$ cat src/sys_ctl_pkg.sv
package sys_ctl_pkg;

  localparam int addr_w  = 32;
  localparam int sel_w   = 16;
  localparam int num_int = 16;
  localparam int vec_w   = 4;

  // descriptor table base per interrupt line
  localparam logic [addr_w-1:0] idt_base_table [num_int] = '{
    32'h0000_4000, 32'h0000_8000, 32'h0000_c000, 32'h0000_f000,
    32'h0000_f000, 32'h0000_f000, 32'h0000_f000, 32'h0000_f000,
    32'h0000_4000, 32'h0000_8000, 32'h0000_c000, 32'h0000_f000,
    32'h0000_0100, 32'h0000_f000, 32'h0000_f000, 32'h0000_f000
  };

  // second descriptor word sits one word above the base
  localparam logic [addr_w-1:0] idt_step = 32'd4;

  typedef enum logic [1:0] {
    st_idle,
    st_eflags,
    st_cs,
    st_eip
  } ret_state_t;

  typedef struct packed {
    logic fetch;
    logic decode_0;
    logic decode_1;
    logic register;
    logic address;
    logic execute;
    logic writeback;
  } flush_t;

  typedef struct packed {
    logic              load;
    logic [addr_w-1:0] address;
  } fetch_redirect_t;

  typedef struct packed {
    logic              load_eflags;
    logic [addr_w-1:0] eflags;
    logic              load_cs;
    logic [sel_w-1:0]  cs;
    logic              load_eip;
    logic [addr_w-1:0] eip;
  } arch_load_t;

  typedef struct packed {
    logic              load;
    logic [addr_w-1:0] address;
    logic              load_cs;
    logic [sel_w-1:0]  cs;
  } jump_req_t;

  typedef struct packed {
    logic [sel_w-1:0]  cs;
    logic [addr_w-1:0] eip;
  } idt_target_t;

  // one-hot mark of the pop consumed this cycle
  typedef struct packed {
    logic eflags;
    logic cs;
    logic eip;
  } ret_step_t;

endpackage

$ cat src/idt_fetch.sv
`timescale 1ns/100ps

module idt_fetch (
  input  logic                           or_int_vec,
  input  logic                           arst_n,
  input  logic [sys_ctl_pkg::vec_w-1:0]  svc_vector,
  input  logic                           svc_sel,
  input  logic                           capture_lo,
  input  logic [sys_ctl_pkg::addr_w-1:0] mem_dp_read_data,
  output logic [sys_ctl_pkg::addr_w-1:0] mem_address,
  output sys_ctl_pkg::idt_target_t       svc_target
);
  import sys_ctl_pkg::*;

  logic [addr_w-1:0] entry_base;
  logic [addr_w-1:0] swapped;
  logic [addr_w-1:0] lo_word_q;

  //////////////////////////////////////////////////
  // table address

  assign entry_base  = idt_base_table[svc_vector];
  assign mem_address = svc_sel ? entry_base + idt_step : entry_base;

  //////////////////////////////////////////////////
  // read data

  // table words are stored big endian
  assign swapped = {
    mem_dp_read_data[7:0],
    mem_dp_read_data[15:8],
    mem_dp_read_data[23:16],
    mem_dp_read_data[31:24]
  };

  always_ff @(posedge or_int_vec or negedge arst_n) begin
    if (!arst_n) begin
      lo_word_q <= '0;
    end else if (capture_lo) begin
      lo_word_q <= swapped;
    end
  end

  // second word is live on the data beat that ends the service
  assign svc_target.cs  = swapped[addr_w-1:sel_w];
  assign svc_target.eip = {swapped[addr_w-1:sel_w], lo_word_q[sel_w-1:0]};

endmodule

$ cat src/int_pending.sv
`timescale 1ns/100ps

module int_pending (
  input  logic                          or_int_vec,
  input  logic                          arst_n,
  input  logic [sys_ctl_pkg::num_int-1:0] int_vec,
  input  logic                          int_clear,
  output logic                          pending_int,
  output logic [sys_ctl_pkg::vec_w-1:0]  svc_vector
);
  import sys_ctl_pkg::*;

  logic [num_int-1:0] pend_q;
  logic [num_int-1:0] clear_mask;

  // lowest numbered pending line wins
  always_comb begin
    svc_vector = '0;
    for (int i = num_int - 1; i >= 0; i--) begin
      if (pend_q[i]) begin
        svc_vector = vec_w'(i);
      end
    end
  end

  always_comb begin
    clear_mask = '0;
    if (int_clear) begin
      clear_mask[svc_vector] = 1'b1;
    end
  end

  // new lines keep latching while a service is in flight
  always_ff @(posedge or_int_vec or negedge arst_n) begin
    if (!arst_n) begin
      pend_q <= '0;
    end else begin
      pend_q <= (pend_q | int_vec) & ~clear_mask;
    end
  end

  assign pending_int = |pend_q;

endmodule

$ cat src/redirect_merge.sv
`timescale 1ns/100ps

module redirect_merge (
  input  logic                           or_int_vec,
  input  logic                           arst_n,
  input  sys_ctl_pkg::jump_req_t         jump,
  input  logic                           svc_done,
  input  sys_ctl_pkg::idt_target_t       svc_target,
  input  sys_ctl_pkg::ret_step_t         ret_step,
  input  logic [sys_ctl_pkg::addr_w-1:0] iretd_pop_data,
  input  logic                           iretd_halt,
  output sys_ctl_pkg::flush_t            flush,
  output sys_ctl_pkg::fetch_redirect_t   fetch,
  output sys_ctl_pkg::arch_load_t        arch
);
  import sys_ctl_pkg::*;

  jump_req_t jump_q;
  logic      front_flush;

  always_ff @(posedge or_int_vec or negedge arst_n) begin
    if (!arst_n) begin
      jump_q <= '0;
    end else begin
      jump_q <= jump;
    end
  end

  //////////////////////////////////////////////////
  // flushes

  assign front_flush = jump_q.load || svc_done;

  assign flush.fetch     = front_flush || iretd_halt;
  assign flush.decode_0  = front_flush;
  assign flush.decode_1  = front_flush;
  assign flush.register  = front_flush;
  assign flush.address   = front_flush;
  assign flush.execute   = front_flush;
  assign flush.writeback = 1'b0;

  //////////////////////////////////////////////////
  // fetch redirect, jump then pop then interrupt

  assign fetch.load = jump_q.load || ret_step.eip || svc_done;

  always_comb begin
    if (jump_q.load) begin
      fetch.address = jump_q.address;
    end else if (ret_step.eip) begin
      fetch.address = iretd_pop_data;
    end else begin
      fetch.address = svc_target.eip;
    end
  end

  //////////////////////////////////////////////////
  // architectural loads

  assign arch.load_eflags = ret_step.eflags;
  assign arch.eflags      = iretd_pop_data;
  assign arch.load_eip    = ret_step.eip;
  assign arch.eip         = iretd_pop_data;
  assign arch.load_cs     = jump_q.load_cs || ret_step.cs || svc_done;

  always_comb begin
    if (jump_q.load_cs) begin
      arch.cs = jump_q.cs;
    end else if (ret_step.cs) begin
      arch.cs = iretd_pop_data[sel_w-1:0];
    end else begin
      arch.cs = svc_target.cs;
    end
  end

endmodule

$ cat src/sys_ctl_fsm.sv
`timescale 1ns/100ps

module sys_ctl_fsm (
  input  logic                   or_int_vec,
  input  logic                   arst_n,
  input  logic                   pending_int,
  input  logic                   hold_int,
  input  logic                   mem_ready,
  input  logic                   mem_dp_valid,
  input  logic                   iretd,
  input  logic                   ret_far,
  input  logic                   ret_near,
  input  logic                   iretd_pop_valid,
  output logic                   mem_valid,
  output logic                   mem_dp_ready,
  output logic                   svc_sel,
  output logic                   capture_lo,
  output logic                   svc_done,
  output logic                   int_clear,
  output sys_ctl_pkg::ret_step_t ret_step,
  output logic                   iretd_halt
);
  import sys_ctl_pkg::*;

  ret_state_t ret_q;
  ret_state_t ret_d;
  logic       svc_busy_q;
  logic       svc_wait_q;
  logic       svc_sel_q;
  logic       idle;
  logic       ret_start;
  logic       svc_start;
  logic       pop_ok;
  logic       req_accept;
  logic       data_beat;

  //////////////////////////////////////////////////
  // arbitration

  assign idle      = (ret_q == st_idle) && !svc_busy_q;
  assign ret_start = idle && (iretd || ret_far || ret_near);
  // returns win over a pending interrupt in the same cycle
  assign svc_start = idle && !ret_start && pending_int && !hold_int;

  //////////////////////////////////////////////////
  // return pop sequence

  assign iretd_halt = (ret_q != st_idle);
  assign pop_ok     = iretd_halt && iretd_pop_valid;

  assign ret_step.eflags = pop_ok && (ret_q == st_eflags);
  assign ret_step.cs     = pop_ok && (ret_q == st_cs);
  assign ret_step.eip    = pop_ok && (ret_q == st_eip);

  always_comb begin
    ret_d = ret_q;
    if (ret_start) begin
      if (iretd) begin
        ret_d = st_eflags;
      end else if (ret_far) begin
        ret_d = st_cs;
      end else begin
        ret_d = st_eip;
      end
    end else if (pop_ok) begin
      case (ret_q)
        st_eflags: ret_d = st_cs;
        st_cs:     ret_d = st_eip;
        default:   ret_d = st_idle;
      endcase
    end
  end

  //////////////////////////////////////////////////
  // interrupt service reads

  // request phase while busy and not waiting, data phase after acceptance
  assign mem_valid    = svc_busy_q && !svc_wait_q;
  assign mem_dp_ready = svc_busy_q && svc_wait_q;
  assign req_accept   = mem_valid && mem_ready;
  assign data_beat    = mem_dp_ready && mem_dp_valid;

  assign svc_sel    = svc_sel_q;
  assign capture_lo = data_beat && !svc_sel_q;
  assign svc_done   = data_beat && svc_sel_q;
  assign int_clear  = svc_done;

  always_ff @(posedge or_int_vec or negedge arst_n) begin
    if (!arst_n) begin
      ret_q      <= st_idle;
      svc_busy_q <= 1'b0;
      svc_wait_q <= 1'b0;
      svc_sel_q  <= 1'b0;
    end else begin
      ret_q <= ret_d;
      if (svc_start) begin
        svc_busy_q <= 1'b1;
        svc_wait_q <= 1'b0;
        svc_sel_q  <= 1'b0;
      end else if (req_accept) begin
        svc_wait_q <= 1'b1;
      end else if (capture_lo) begin
        // first word in, go ask for the second
        svc_wait_q <= 1'b0;
        svc_sel_q  <= 1'b1;
      end else if (svc_done) begin
        svc_busy_q <= 1'b0;
        svc_wait_q <= 1'b0;
        svc_sel_q  <= 1'b0;
      end
    end
  end

endmodule

$ cat src/sys_ctl_top.sv
`timescale 1ns/100ps

module sys_ctl_top (
  input  logic                            or_int_vec,
  input  logic                            arst_n,
  input  logic [sys_ctl_pkg::num_int-1:0] int_vec,
  input  logic                            hold_int,
  output logic                            mem_valid,
  input  logic                            mem_ready,
  output logic [sys_ctl_pkg::addr_w-1:0]  mem_address,
  input  logic                            mem_dp_valid,
  output logic                            mem_dp_ready,
  input  logic [sys_ctl_pkg::addr_w-1:0]  mem_dp_read_data,
  input  logic                            iretd,
  input  logic                            ret_far,
  input  logic                            ret_near,
  input  logic                            iretd_pop_valid,
  input  logic [sys_ctl_pkg::addr_w-1:0]  iretd_pop_data,
  input  sys_ctl_pkg::jump_req_t          jump,
  output logic                            pending_int,
  output logic                            iretd_halt,
  output sys_ctl_pkg::flush_t             flush,
  output sys_ctl_pkg::fetch_redirect_t    fetch,
  output sys_ctl_pkg::arch_load_t         arch
);
  import sys_ctl_pkg::*;

  logic              svc_sel;
  logic              capture_lo;
  logic              svc_done;
  logic              int_clear;
  logic [vec_w-1:0]  svc_vector;
  ret_step_t         ret_step;
  idt_target_t       svc_target;

  int_pending int_pending_i (
    .or_int_vec  (or_int_vec),
    .arst_n      (arst_n),
    .int_vec     (int_vec),
    .int_clear   (int_clear),
    .pending_int (pending_int),
    .svc_vector  (svc_vector)
  );

  idt_fetch idt_fetch_i (
    .or_int_vec       (or_int_vec),
    .arst_n           (arst_n),
    .svc_vector       (svc_vector),
    .svc_sel          (svc_sel),
    .capture_lo       (capture_lo),
    .mem_dp_read_data (mem_dp_read_data),
    .mem_address      (mem_address),
    .svc_target       (svc_target)
  );

  sys_ctl_fsm sys_ctl_fsm_i (
    .or_int_vec      (or_int_vec),
    .arst_n          (arst_n),
    .pending_int     (pending_int),
    .hold_int        (hold_int),
    .mem_ready       (mem_ready),
    .mem_dp_valid    (mem_dp_valid),
    .iretd           (iretd),
    .ret_far         (ret_far),
    .ret_near        (ret_near),
    .iretd_pop_valid (iretd_pop_valid),
    .mem_valid       (mem_valid),
    .mem_dp_ready    (mem_dp_ready),
    .svc_sel         (svc_sel),
    .capture_lo      (capture_lo),
    .svc_done        (svc_done),
    .int_clear       (int_clear),
    .ret_step        (ret_step),
    .iretd_halt      (iretd_halt)
  );

  redirect_merge redirect_merge_i (
    .or_int_vec     (or_int_vec),
    .arst_n         (arst_n),
    .jump           (jump),
    .svc_done       (svc_done),
    .svc_target     (svc_target),
    .ret_step       (ret_step),
    .iretd_pop_data (iretd_pop_data),
    .iretd_halt     (iretd_halt),
    .flush          (flush),
    .fetch          (fetch),
    .arch           (arch)
  );

endmodule

$ cat config.mk
export PLATFORM = sky130hd
export DESIGN_NAME = sys_ctl_top
export DESIGN_NICKNAME = d
export VERILOG_FILES = /design/src/sys_ctl_pkg.sv /design/src/idt_fetch.sv /design/src/int_pending.sv /design/src/redirect_merge.sv /design/src/sys_ctl_fsm.sv /design/src/sys_ctl_top.sv
export SDC_FILE = /design/constraint.sdc
export NUM_CORES = 1
export LEC_CHECK = 0
export ABC_CLOCK_PERIOD_IN_PS = 2800
export BUFFER_PORTS_ARGS = -buffer_cell sky130_fd_sc_hd__buf_2
export CORE_AREA = 2 2 116 118
export CTS_CLUSTER_DIAMETER = 40
export DETAILED_ROUTE_END_ITERATION = 8
export DIE_AREA = 0 0 118 120
export GPL_TIMING_DRIVEN = 0
export HOLD_SLACK_MARGIN = 0.06
export PLACE_DENSITY = 0.82
export SKIP_LAST_GASP = 1
export SYNTH_ARGS = -nofsm -noshare
export SYNTH_HDL_FRONTEND = slang
export SYNTH_HIERARCHICAL = 1
export SYNTH_SLANG_ARGS = --single-unit
$ cat constraint.sdc
create_clock -name or_int_vec -period 2.8 [get_ports or_int_vec]
set_clock_uncertainty 0.15 [all_clocks]
set_input_delay 0.42 -clock or_int_vec [delete_from_list [all_inputs] [get_ports or_int_vec]]
set_output_delay 0.42 -clock or_int_vec [all_outputs]
set_load 0.02 [all_outputs]
# Word level (Yosys, flattened, before mapping)
# Memory sizes are Yosys's and may differ from the RTL's.
# Index checks and enable logic that the tools add are counted.
[classes] n_bitwise=4 n_eq_ne=5 n_reduce_logical=38 muxes=41 add_sub_neg=1 magnitude_cmp=3
[ops] cell="two-way mux 32 bit" n=5
[ops] cell="two-way mux 4 bit" n=16
[ops] cell="two-way mux 16 bit" n=3
[ops] cell="adder 32 x 3 -> 32 bit, second input constant" n=1
[ops] cell="bitwise AND 16 bit" n=1
[ops] cell="logical AND 1 bit" n=16
[ops] cell="inverter 16 bit" n=1
[ops] cell="bitwise OR 16 bit" n=1
[ops] cell="OR reduction 16 bit" n=1
[ops] cell="two-way mux 1 bit" n=12
[ops] cell="logical OR 1 bit" n=8
[ops] cell="two-way mux 2 bit" n=3
[ops] cell="nonzero test 2 bit" n=3
[ops] cell="greater-or-equal comparator 5 bit, second input constant" n=1
[ops] cell="logical NOT 1 bit" n=5
[ops] cell="< comparator 4 x 5 -> 1 bit, second input constant" n=1
[ops] cell="inverter 4 -> 5 bit" n=1
[ops] cell="demux 1 bit (select 4 bit)" n=1
[ops] cell="== test 2 bit, second input constant" n=2
[ops] cell="greater-or-equal comparator 4 x 1 -> 1 bit, second input constant" n=1
[ops] cell="!= test 2 x 1 -> 1 bit, second input constant" n=2
[ops] cell="one-hot mux 2 bit (2 select lines)" n=1
[ops] cell="nonzero test 4 bit" n=1
[ops] cell="AND reduction 3 bit" n=1
[ops] cell="4 further kinds" n=4
[word_totals] regBits=87 memories=1 input_bits=139 elab_cells=103 output_inout_bits=159 mem_bits_ro=512
[memory_table] name="(name not given)" words=16 word_bits=32 rd=1 rd_clocked_by_memory_dff=0 wr=0 line_no="idt_fetch.sv:22" source="assign entry_base = idt_base_table[svc_vector];"

# Depth between registers and ports, before layout
# Gate-level depths: netlist (run 1).
[logic_depth] word_depth=23 depth_mapped=8 depth_no_buf=6

# Hierarchy
# Netlist (run 1), hierarchy kept.
[modules_own_cells] mod="redirect_merge" cells_per_inst=287 area_per_inst_um2=2879.0 n_inst=1 seq_area_each_um2=1251.2
[modules_own_cells] mod="idt_fetch" cells_per_inst=103 area_per_inst_um2=1146.1 n_inst=1 seq_area_each_um2=400.4
[modules_own_cells] mod="int_pending" cells_per_inst=92 area_per_inst_um2=920.9 n_inst=1 seq_area_each_um2=400.4
[modules_own_cells] mod="sys_ctl_fsm" cells_per_inst=40 area_per_inst_um2=379.1 n_inst=1 seq_area_each_um2=125.1

# Worst setup path after synthesis (run 1)
# No wires, ideal clock.
[synth_timing] kind="reg-to-output" start="reg int_pending_i.pend_q[14]" end="out mem_address[13] (netlist bit)" stages_incl_launch_ff=8 required_time_ns=2.230 path_slack_ns=0.197 t_arrival_ns=2.033 path_buffers=1 cell_sequence="dfrtp_1 -> nand2b_1 -> a221oi_2 -> o221ai_4 -> a21oi_4 -> nor2_1 -> a21oi_1 -> buf_4"
[synth_between] elab_chain_len=21
[synth_rtl] item="start, declared" line_no="int_pending.sv:13" source="logic [num_int-1:0] pend_q;"
[synth_rtl] item="start signal, assigned" line_no="int_pending.sv:38" source="pend_q <= (pend_q | int_vec) & ~clear_mask;"
[synth_rtl] item="two-way mux 4 bit * (15 in series)" line_no="int_pending.sv:20" source="if (pend_q[i]) begin"
[synth_rtl] item="named net svc_vector[0]" line_no="sys_ctl_top.sv:32" source="logic [vec_w-1:0] svc_vector;"
[synth_rtl] item="inverter 4 -> 5 bit (not written as such) *" line_no="idt_fetch.sv:22"
[synth_rtl] item="memory (16 x 32 bit) *"
[synth_rtl] item="two-way mux 32 bit (not written as such) * (2 in series)" line_no="idt_fetch.sv:22"
[synth_rtl] item="adder 32 x 3 -> 32 bit" line_no="idt_fetch.sv:23" source="assign mem_address = svc_sel ? entry_base + idt_step : entry_base;"
[synth_rtl] item="two-way mux 32 bit *" line_no="idt_fetch.sv:23"
[synth_rtl] item="end, declared" line_no="sys_ctl_top.sv:10" source="output logic [sys_ctl_pkg::addr_w-1:0] mem_address,"
# Mark *: on every way through the listed nets, which the timed path passes. The rest lies on a longest branch. The select of a mux whose other input is x is not followed.

# Worst setup path after layout (run 1)
[layout_timing] start="reg int_pending_i.pend_q[5]" end="out mem_address[13] (netlist bit)"
[layout_between] elab_chain_len=12
[layout_rtl] item="two-way mux 4 bit * (6 in series)" line_no="int_pending.sv:20"
[layout_rtl] item="named net svc_vector[0]" line_no="sys_ctl_top.sv:32"
[layout_rtl] item="inverter 4 -> 5 bit (not written as such) *" line_no="idt_fetch.sv:22"
[layout_rtl] item="memory (16 x 32 bit) *"
[layout_rtl] item="two-way mux 32 bit (not written as such) * (2 in series)" line_no="idt_fetch.sv:22"
[layout_rtl] item="adder 32 x 3 -> 32 bit" line_no="idt_fetch.sv:23"
[layout_rtl] item="two-way mux 32 bit *" line_no="idt_fetch.sv:23"
# Marks and branches as above.

==> flow_metrics.env, run 1 <==
export IMPL_synth_edf_count=0
export IMPL_utilization_pct=61.2
export IMPL_synthDominantAreaCellType="dfrtp_1"
export IMPL_rr_endpoint="int_pending_i/pend_q[12]$_DFF_PN0_"
export IMPL_final_period_utilization_pct=96.5
export IMPL_final_net_count=1016
export IMPL_top_cells_by_area_synth="dfrtp_1, buf_4, mux2i_1, nand2_1, o21ai_1"
export IMPL_synth_area_per_cell_sq_um=10.2
export IMPL_endpoint_kind="output port"
export IMPL_post_synth_and_or_nand_nor_area_fraction_pct=10.5
export IMPL_cts_path_max_buffers=2
export IMPL_grt_remaining_overflow=0
export IMPL_final_layout_size_suffix_gt1_share_pct=53.3
export IMPL_die_area_sq_um=14200
export IMPL_rsz0062_at_grt="yes"
export IMPL_postSynthRegisterBits=87
export IMPL_numClockSinks=87
export IMPL_ys_types=50
export IMPL_number_of_antenna_violations_at_the_first_check_in_global_routing=1
export IMPL_cts_inserted_buffers=9
export IMPL_mostFrequentLayoutCells="buf_2, buf_4, dfrtp_1"
export IMPL_route_vias_total=4820
export IMPL_final_area_sq_um=7940
export IMPL_antenna_left=0
export IMPL_worstPathRequired_ns=2.23
export IMPL_setup_slack_ns=0.0991
export IMPL_syn_cell_area_sq_um=5330
export IMPL_vdd_drop_max_uv=378
export IMPL_grt_use_total_pct=23.2
export IMPL_floorplan_rows=42
export IMPL_report_final_setup_viol=0
export IMPL_synthAdderAreaFrac_pct=0.940
export IMPL_filler_cell_count=1112
export IMPL_main_combinational_cell_family_by_area_after_synthesis="buffers and inverters"
export IMPL_cts_htree_levels=3
export IMPL_worstSetupPathType="register to output port"
export IMPL_clkSlewWorstSetupHoldPaths_ns=0.06
export IMPL_synth_compound_area_share_pct=11.2
export IMPL_cts_tree="yes"
export IMPL_holdCritStartpoint="int_vec[6]"
export IMPL_instances_no_fill=1055
export IMPL_min_path_type="input port to register"
export IMPL_timing_reg2reg_setup_slack_ns=0.78
export IMPL_hold_viol_final=0
export IMPL_final_min_clock_period_ns=2.70
export IMPL_powerDensity_nw_per_um2=592
export IMPL_worst_r2r_startpoint="int_pending_i/pend_q[5]$_DFF_PN0_"
export IMPL_p_leak_nw=4.02
export IMPL_maxSlewViolCount=0
export IMPL_share_of_yosys_cell_area_claimed_by_the_top_area_cell_type_pct=40.9
export IMPL_grt_first_pass_wirelength_um=25100
export IMPL_whs_path_depth=2
export IMPL_worstPathArrival_ns=2.13
export IMPL_f_max_ghz=0.370
export IMPL_place_inst=978
export IMPL_route_final_wire_length_um=17100
export IMPL_multi_input_combinational_cell_area_sq_um=2090
export IMPL_floorplan_initialDensity_pct=41.0
export IMPL_ioPinCount=298
export IMPL_avgRoutedWirePerCell_um=16.2
export IMPL_synth_xor_area_share_pct=0
export IMPL_area_growth_synth_to_final_pct=49.2
export IMPL_drt_pass1_iter_count=5
export IMPL_regArea_sq_um=2180
export IMPL_critical_path_max_fanout=6
export IMPL_p_total_mw=4.70
export IMPL_detail_routed_via_count_per_cell=4.57
export IMPL_finalWeightedCongestion=0.872
export IMPL_grt_max_degree=51
export IMPL_startpoint_type="register"
export IMPL_fp_coreArea_sq_um=13000
export IMPL_ys_flop_type="dfrtp_1"
export IMPL_fin_worst_hold_slack_ns=0.147
export IMPL_synthCells=522
export IMPL_die_width_um=118
export IMPL_placed_cell_area_sq_um=6940
export IMPL_route_detailed_drc=0
export IMPL_final_common_cell="buf_2"
export IMPL_cap_violations=0
export IMPL_synth_area_mux_share_pct=13.3
export IMPL_cts_root_buffer="clkbuf_16"
export IMPL_synth_async_reset_ratio_pct=100
export IMPL_yosysWarningCount=6
export IMPL_dp_hpwl_um=12800
export IMPL_placement_setup_worst_slack_ns=0.171
export IMPL_grt_pass1_vias=4714
export IMPL_fin_setup_tns_ns=0
export IMPL_worst_r2r_cell_count=5
export IMPL_port_buffers=254
export IMPL_fp_dieH_um=120
export IMPL_tightest_slew_ns=0.576
export IMPL_hold_path_end="int_pending_i/pend_q[6]$_DFF_PN0_"
export IMPL_seq_area_frac_synth_pct=40.9
export IMPL_worst_skew_pair_late_latency_ns=0.34
export IMPL_timing_max_slew_rel_slack_pct=61.6
export IMPL_run_status="completed"
export IMPL_detailedRoute_firstIterationViolations=165
[how the worst max path moves through the flow]
stage / startpoint / to / slack [ns]
floorplan: int_pending_i/pend_q[14]$_DFF_PN0_ / mem_address[13] / 0.20
CTS: sys_ctl_fsm_i/ret_q[0]$_DFFE_PN0P_ / fetch[6] / 0.003
detailed placement: int_pending_i/pend_q[14]$_DFF_PN0_ / mem_address[13] / 0.17
finish: int_pending_i/pend_q[5]$_DFF_PN0_ / mem_address[13] / 0.1
global placement: int_pending_i/pend_q[14]$_DFF_PN0_ / mem_address[13] / 0.22
global route: int_pending_i/pend_q[10]$_DFF_PN0_ / mem_address[13] / -0.01
[sequential cells by signal, indices dropped and copies added (netlist names)]
register	flops
idt_fetch_i/lo_word_q	16
int_pending_i/pend_q	16
redirect_merge_i/jump_q	50
sys_ctl_fsm_i/ret_q	2
sys_ctl_fsm_i/svc_busy_q	1
sys_ctl_fsm_i/svc_sel	1
sys_ctl_fsm_i/svc_wait_q	1
[per-layer routing]
| layer | GRT usage, % | share of wire (%) | vias up |
|---|---|---|---|
| li1 | - | - | 2315 |
| met3 | 5.61 | 7.2 | 28 |
| met1 | 26.0 | 37 | 2260 |
| met5 | 0 | 0 | - |
| met2 | 42.7 | 54 | 217 |
| met4 | 8.89 | 2.4 | 0 |
[worst max-delay path, stage by stage, from the launching register on]
cell      delay [ns]
dfrtp_1         0.48
or3_4           0.39
o221ai_4        0.26
a21oi_4         0.11
nor2_2          0.18
a21oi_2         0.08
buf_4           0.13
buf_2           0.14
[power breakdown]
part / internal (mW) / switching, mW / total, mW
clock network: 0.715 / 0.481 / 1.20
registers: 1.44 / 0.123 / 1.56
logic: 0.984 / 0.962 / 1.95
[cells by family (layout without fill, tap and decap cells)]
kind of cell	count (synthesis)	in the layout
DFF	87	87
muxes	65	65
AOI/OAI and AO/OA	89	89
adders and majority gates	4	4
and+or+nand+nor	113	113
buffers and inverters	162	493
other	2	28
[cell type report]
class                      count  area share, %
inverter                      11          0.520
tap                          176           2.77
timing repair buffer         315           24.2
antenna                        1         0.0315
buffer                       151           15.0
clock inverter                 3          0.536
multi-input combinational    298           26.3
sequential                    87           27.4
clock buffer                  13           3.15
[Yosys cell counts (all sizes together) (5+ instances only)]
cell and count:
buf 148, dfrtp 87, nand2 54, o21ai 52
mux2i 49, nor2 26, mux2 16, inv 11
a21oi 9, a31oi 9, nand3 5
[repair_timing]
item,CTS,global route
hold buffers,51,0
endpoints found under the setup margin,36,34
hold endpoints to repair,87,0
resized for setup,3,18
gates cloned,0,2
buffers inserted,6,1
pin swaps,2,4
(Power assumes the default switching activity.)
==> run 2: changes to the inputs <==
- CTS_CLUSTER_SIZE: unset -> 30
- PLACE_DENSITY: 0.82 -> 0.78
- SYNTH_HIERARCHICAL: 1 -> unset
==> run 2 against run 1 <==
Net effect:
- sequential share of layout area rose by 1.2 points
- critical endpoint unchanged
- flip-flop and latch count unchanged
- critical path depth unchanged
- worst setup slack worse by 0.023 ns
- global-route usage is 0.95 points higher
==> flow_metrics.env, run 2 <==
export IMPL_worstSetupPathType="register to output port"
export IMPL_postSynthRegisterBits=87
export IMPL_finalWeightedCongestion=0.844
export IMPL_max_flop_register="redirect_merge_i.jump_q"
export IMPL_numClockSinks=87
export IMPL_synthDominantAreaCellType="dfrtp_1"
export IMPL_detail_routed_via_count_per_cell=4.61
export IMPL_dp_hpwl_um=13000
export IMPL_detailedRoute_firstIterationViolations=276
export IMPL_share_of_yosys_cell_area_claimed_by_the_top_area_cell_type_pct=44.3
export IMPL_rsz0062_at_grt="yes"
export IMPL_vdd_drop_max_uv=388
export IMPL_worstPathArrival_ns=2.15
export IMPL_synth_async_reset_ratio_pct=100
export IMPL_tightest_slew_ns=0.609
export IMPL_cts_htree_levels=3
export IMPL_ioPinCount=298
export IMPL_drt_pass1_iter_count=5
export IMPL_synth_edf_count=0
export IMPL_cts_tree="yes"
export IMPL_final_common_cell="buf_2"
export IMPL_avgRoutedWirePerCell_um=16.8
export IMPL_filler_cell_count=1076
export IMPL_antennaDiodeCount=0
export IMPL_cap_violations=0
export IMPL_report_final_setup_viol=0
export IMPL_area_growth_synth_to_final_pct=55.0
export IMPL_worst_skew_pair_late_latency_ns=0.34
export IMPL_grt_first_pass_wirelength_um=26100
export IMPL_fin_setup_tns_ns=0
export IMPL_ys_flop_type="dfrtp_1"
export IMPL_timing_max_slew_rel_slack_pct=59.4
export IMPL_floorplan_rows=42
export IMPL_route_final_wire_length_um=17400
export IMPL_final_layout_size_suffix_gt1_share_pct=49.1
export IMPL_seq_area_frac_synth_pct=44.3
export IMPL_final_net_count=1004
export IMPL_final_area_sq_um=7610
export IMPL_endpoint_kind="output port"
export IMPL_fp_coreArea_sq_um=13000
export IMPL_startpoint_type="register"
export IMPL_top_cells_by_area_synth="dfrtp_1, buf_4, mux2i_1, o21ai_0, nand2_1"
export IMPL_grt_remaining_overflow=0
export IMPL_mostFrequentLayoutCells="buf_2, buf_4, dfrtp_1"
export IMPL_ys_types=44
export IMPL_yosysMostFrequentCell="buf_4"
export IMPL_min_path_type="input port to register"
export IMPL_floorplan_initialDensity_pct=37.8
export IMPL_number_of_antenna_violations_at_the_first_check_in_global_routing=0
export IMPL_flip_flop_count_of_the_largest_register_after_layout=50
export IMPL_grt_use_total_pct=24.2
export IMPL_yosysWarningCount=0
export IMPL_largest_registers="redirect_merge_i.jump_q (50), idt_fetch_i.lo_word_q (16), int_pending_i.pend_q (16)"
export IMPL_final_min_clock_period_ns=2.72
export IMPL_synthCells=498
export IMPL_p_leak_nw=4.16
export IMPL_port_buffers=270
export IMPL_placed_cell_area_sq_um=6610
export IMPL_f_max_ghz=0.367
export IMPL_grt_max_degree=48
export IMPL_worstPathRequired_ns=2.23
export IMPL_synth_area_per_cell_sq_um=9.86
export IMPL_antenna_left=0
export IMPL_synth_common_cells="buf_4, dfrtp_1, nand2_1, o21ai_0, mux2i_1"
export IMPL_maxSlewViolCount=0
export IMPL_final_period_utilization_pct=97.3
export IMPL_clkSlewWorstSetupHoldPaths_ns=0.07
export IMPL_cts_inserted_buffers=9
export IMPL_route_detailed_drc=0
export IMPL_hold_viol_final=0
export IMPL_route_vias_total=4792
export IMPL_die_area_sq_um=14200
export IMPL_critical_path_max_fanout=5
export IMPL_syn_cell_area_sq_um=4910
export IMPL_run_status="completed"
export IMPL_fp_dieH_um=120
export IMPL_grt_pass1_vias=4809
export IMPL_powerDensity_nw_per_um2=617
export IMPL_cts_path_max_buffers=2
export IMPL_cts_root_buffer="clkbuf_16"
export IMPL_die_width_um=118
[run 2: changes by cell type in the layout (fill, tap and decap cells not counted), sizes merged, moves of 4 or more]
cell,previous run,this run
a21oi,9,18
o21ai,52,56
buf,410,379
nand2,54,63
or3,4,0
o32a,4,0
a31oi,9,4
nor2,26,32
[run 2: final timing paths]
check                                                startpoint                               endpoint  slack, ns  cells after the start
max                           int_pending_i.pend_q[8]$_DFF_PN0_                        mem_address[13]       0.08                      7
min                                        mem_dp_read_data[25]   idt_fetch_i.lo_word_q[1]$_DFFE_PN0P_       0.13                      2
max reg2reg                   int_pending_i.pend_q[8]$_DFF_PN0_      int_pending_i.pend_q[3]$_DFF_PN0_       0.85                      5
min reg2reg                idt_fetch_i.lo_word_q[4]$_DFFE_PN0P_   idt_fetch_i.lo_word_q[4]$_DFFE_PN0P_       0.34                      1
max in group asynchronous                                arst_n  redirect_merge_i.jump_q[42]$_DFF_PN0_       1.43                      3
min in group asynchronous                                arst_n  redirect_merge_i.jump_q[18]$_DFF_PN0_       0.45                      2
[run 2: what timing repair did]
item                       in CTS  in global routing
hold buffers                   51                  0
gates cloned                    0                  1
hold endpoints to repair       90                  0
setup buffers                   0                  3
resized for setup               9                 36
setup endpoints to repair      43                 41
[run 2: area by class of cell]
class                   instances  area [sq um]  area share (%)
flip-flops and latches         87          2180            28.6
multi-input cells             312          2040            26.8
repair buffers                326          1960            25.7
plain buffers                 114           857            11.3
clock buffers                   9           225            2.96
well taps                     176           220            2.89
clock inverters                 6          95.1            1.25
inverters                      10          37.5           0.493
[run 2: worst max-delay path, stage by stage, from the launching register on]
cell	delay, ns
dfrtp_1	0.42
nor3b_1	0.16
a211o_1	0.34
a22oi_4	0.29
o2111ai_1	0.18
o21ai_2	0.13
buf_4	0.13
buf_2	0.15
[run 2: cells by family (layout without fill, tap and decap cells)]
family / after synthesis / after routing / synth area share [%]
buffers and inverters: 125 / 465 / 17.6
other: 1 / 27 / 0.0764
AO/OA/AOI/OAI: 92 / 92 / 11.0
adder cells (fa/ha/maj): 5 / 5 / 1.27
AND/OR/NAND/NOR: 123 / 123 / 11.3
multiplexers: 65 / 65 / 14.3
flip-flops: 87 / 87 / 44.3
[run 2: where the power goes]
group	switching (mW)	total, mW	internal [mW]
registers	0.128	1.58	1.45
logic	0.973	1.83	0.854
clock network	0.514	1.30	0.784
total	1.62	4.70	3.08
[run 2: per-stage QoR]
stage          setup WS, ns  power, mW  hold WS, ns  instances  utilization (%)
2_1_floorplan         0.316       2.65      -0.0256        524                -
3_5_place_dp         0.0309       3.20        0.297        971             50.9
4_1_cts             0.00688       4.60        0.118       1037             57.5
6_report             0.0763       4.70        0.132       1040             58.7
5_1_grt             -0.0228       4.97        0.124       1040             58.7
3_3_place_gp         0.0556       3.16        0.324        970             50.7
[run 2: per-layer routing]
| layer | global-route usage, % | wire length (um) |
|---|---|---|
| met1 | 28.5 | 6890 |
| met4 | 8.58 | 299 |
| met5 | 0 | 0 |
| met3 | 5.75 | 1270 |
| met2 | 43.0 | 8990 |
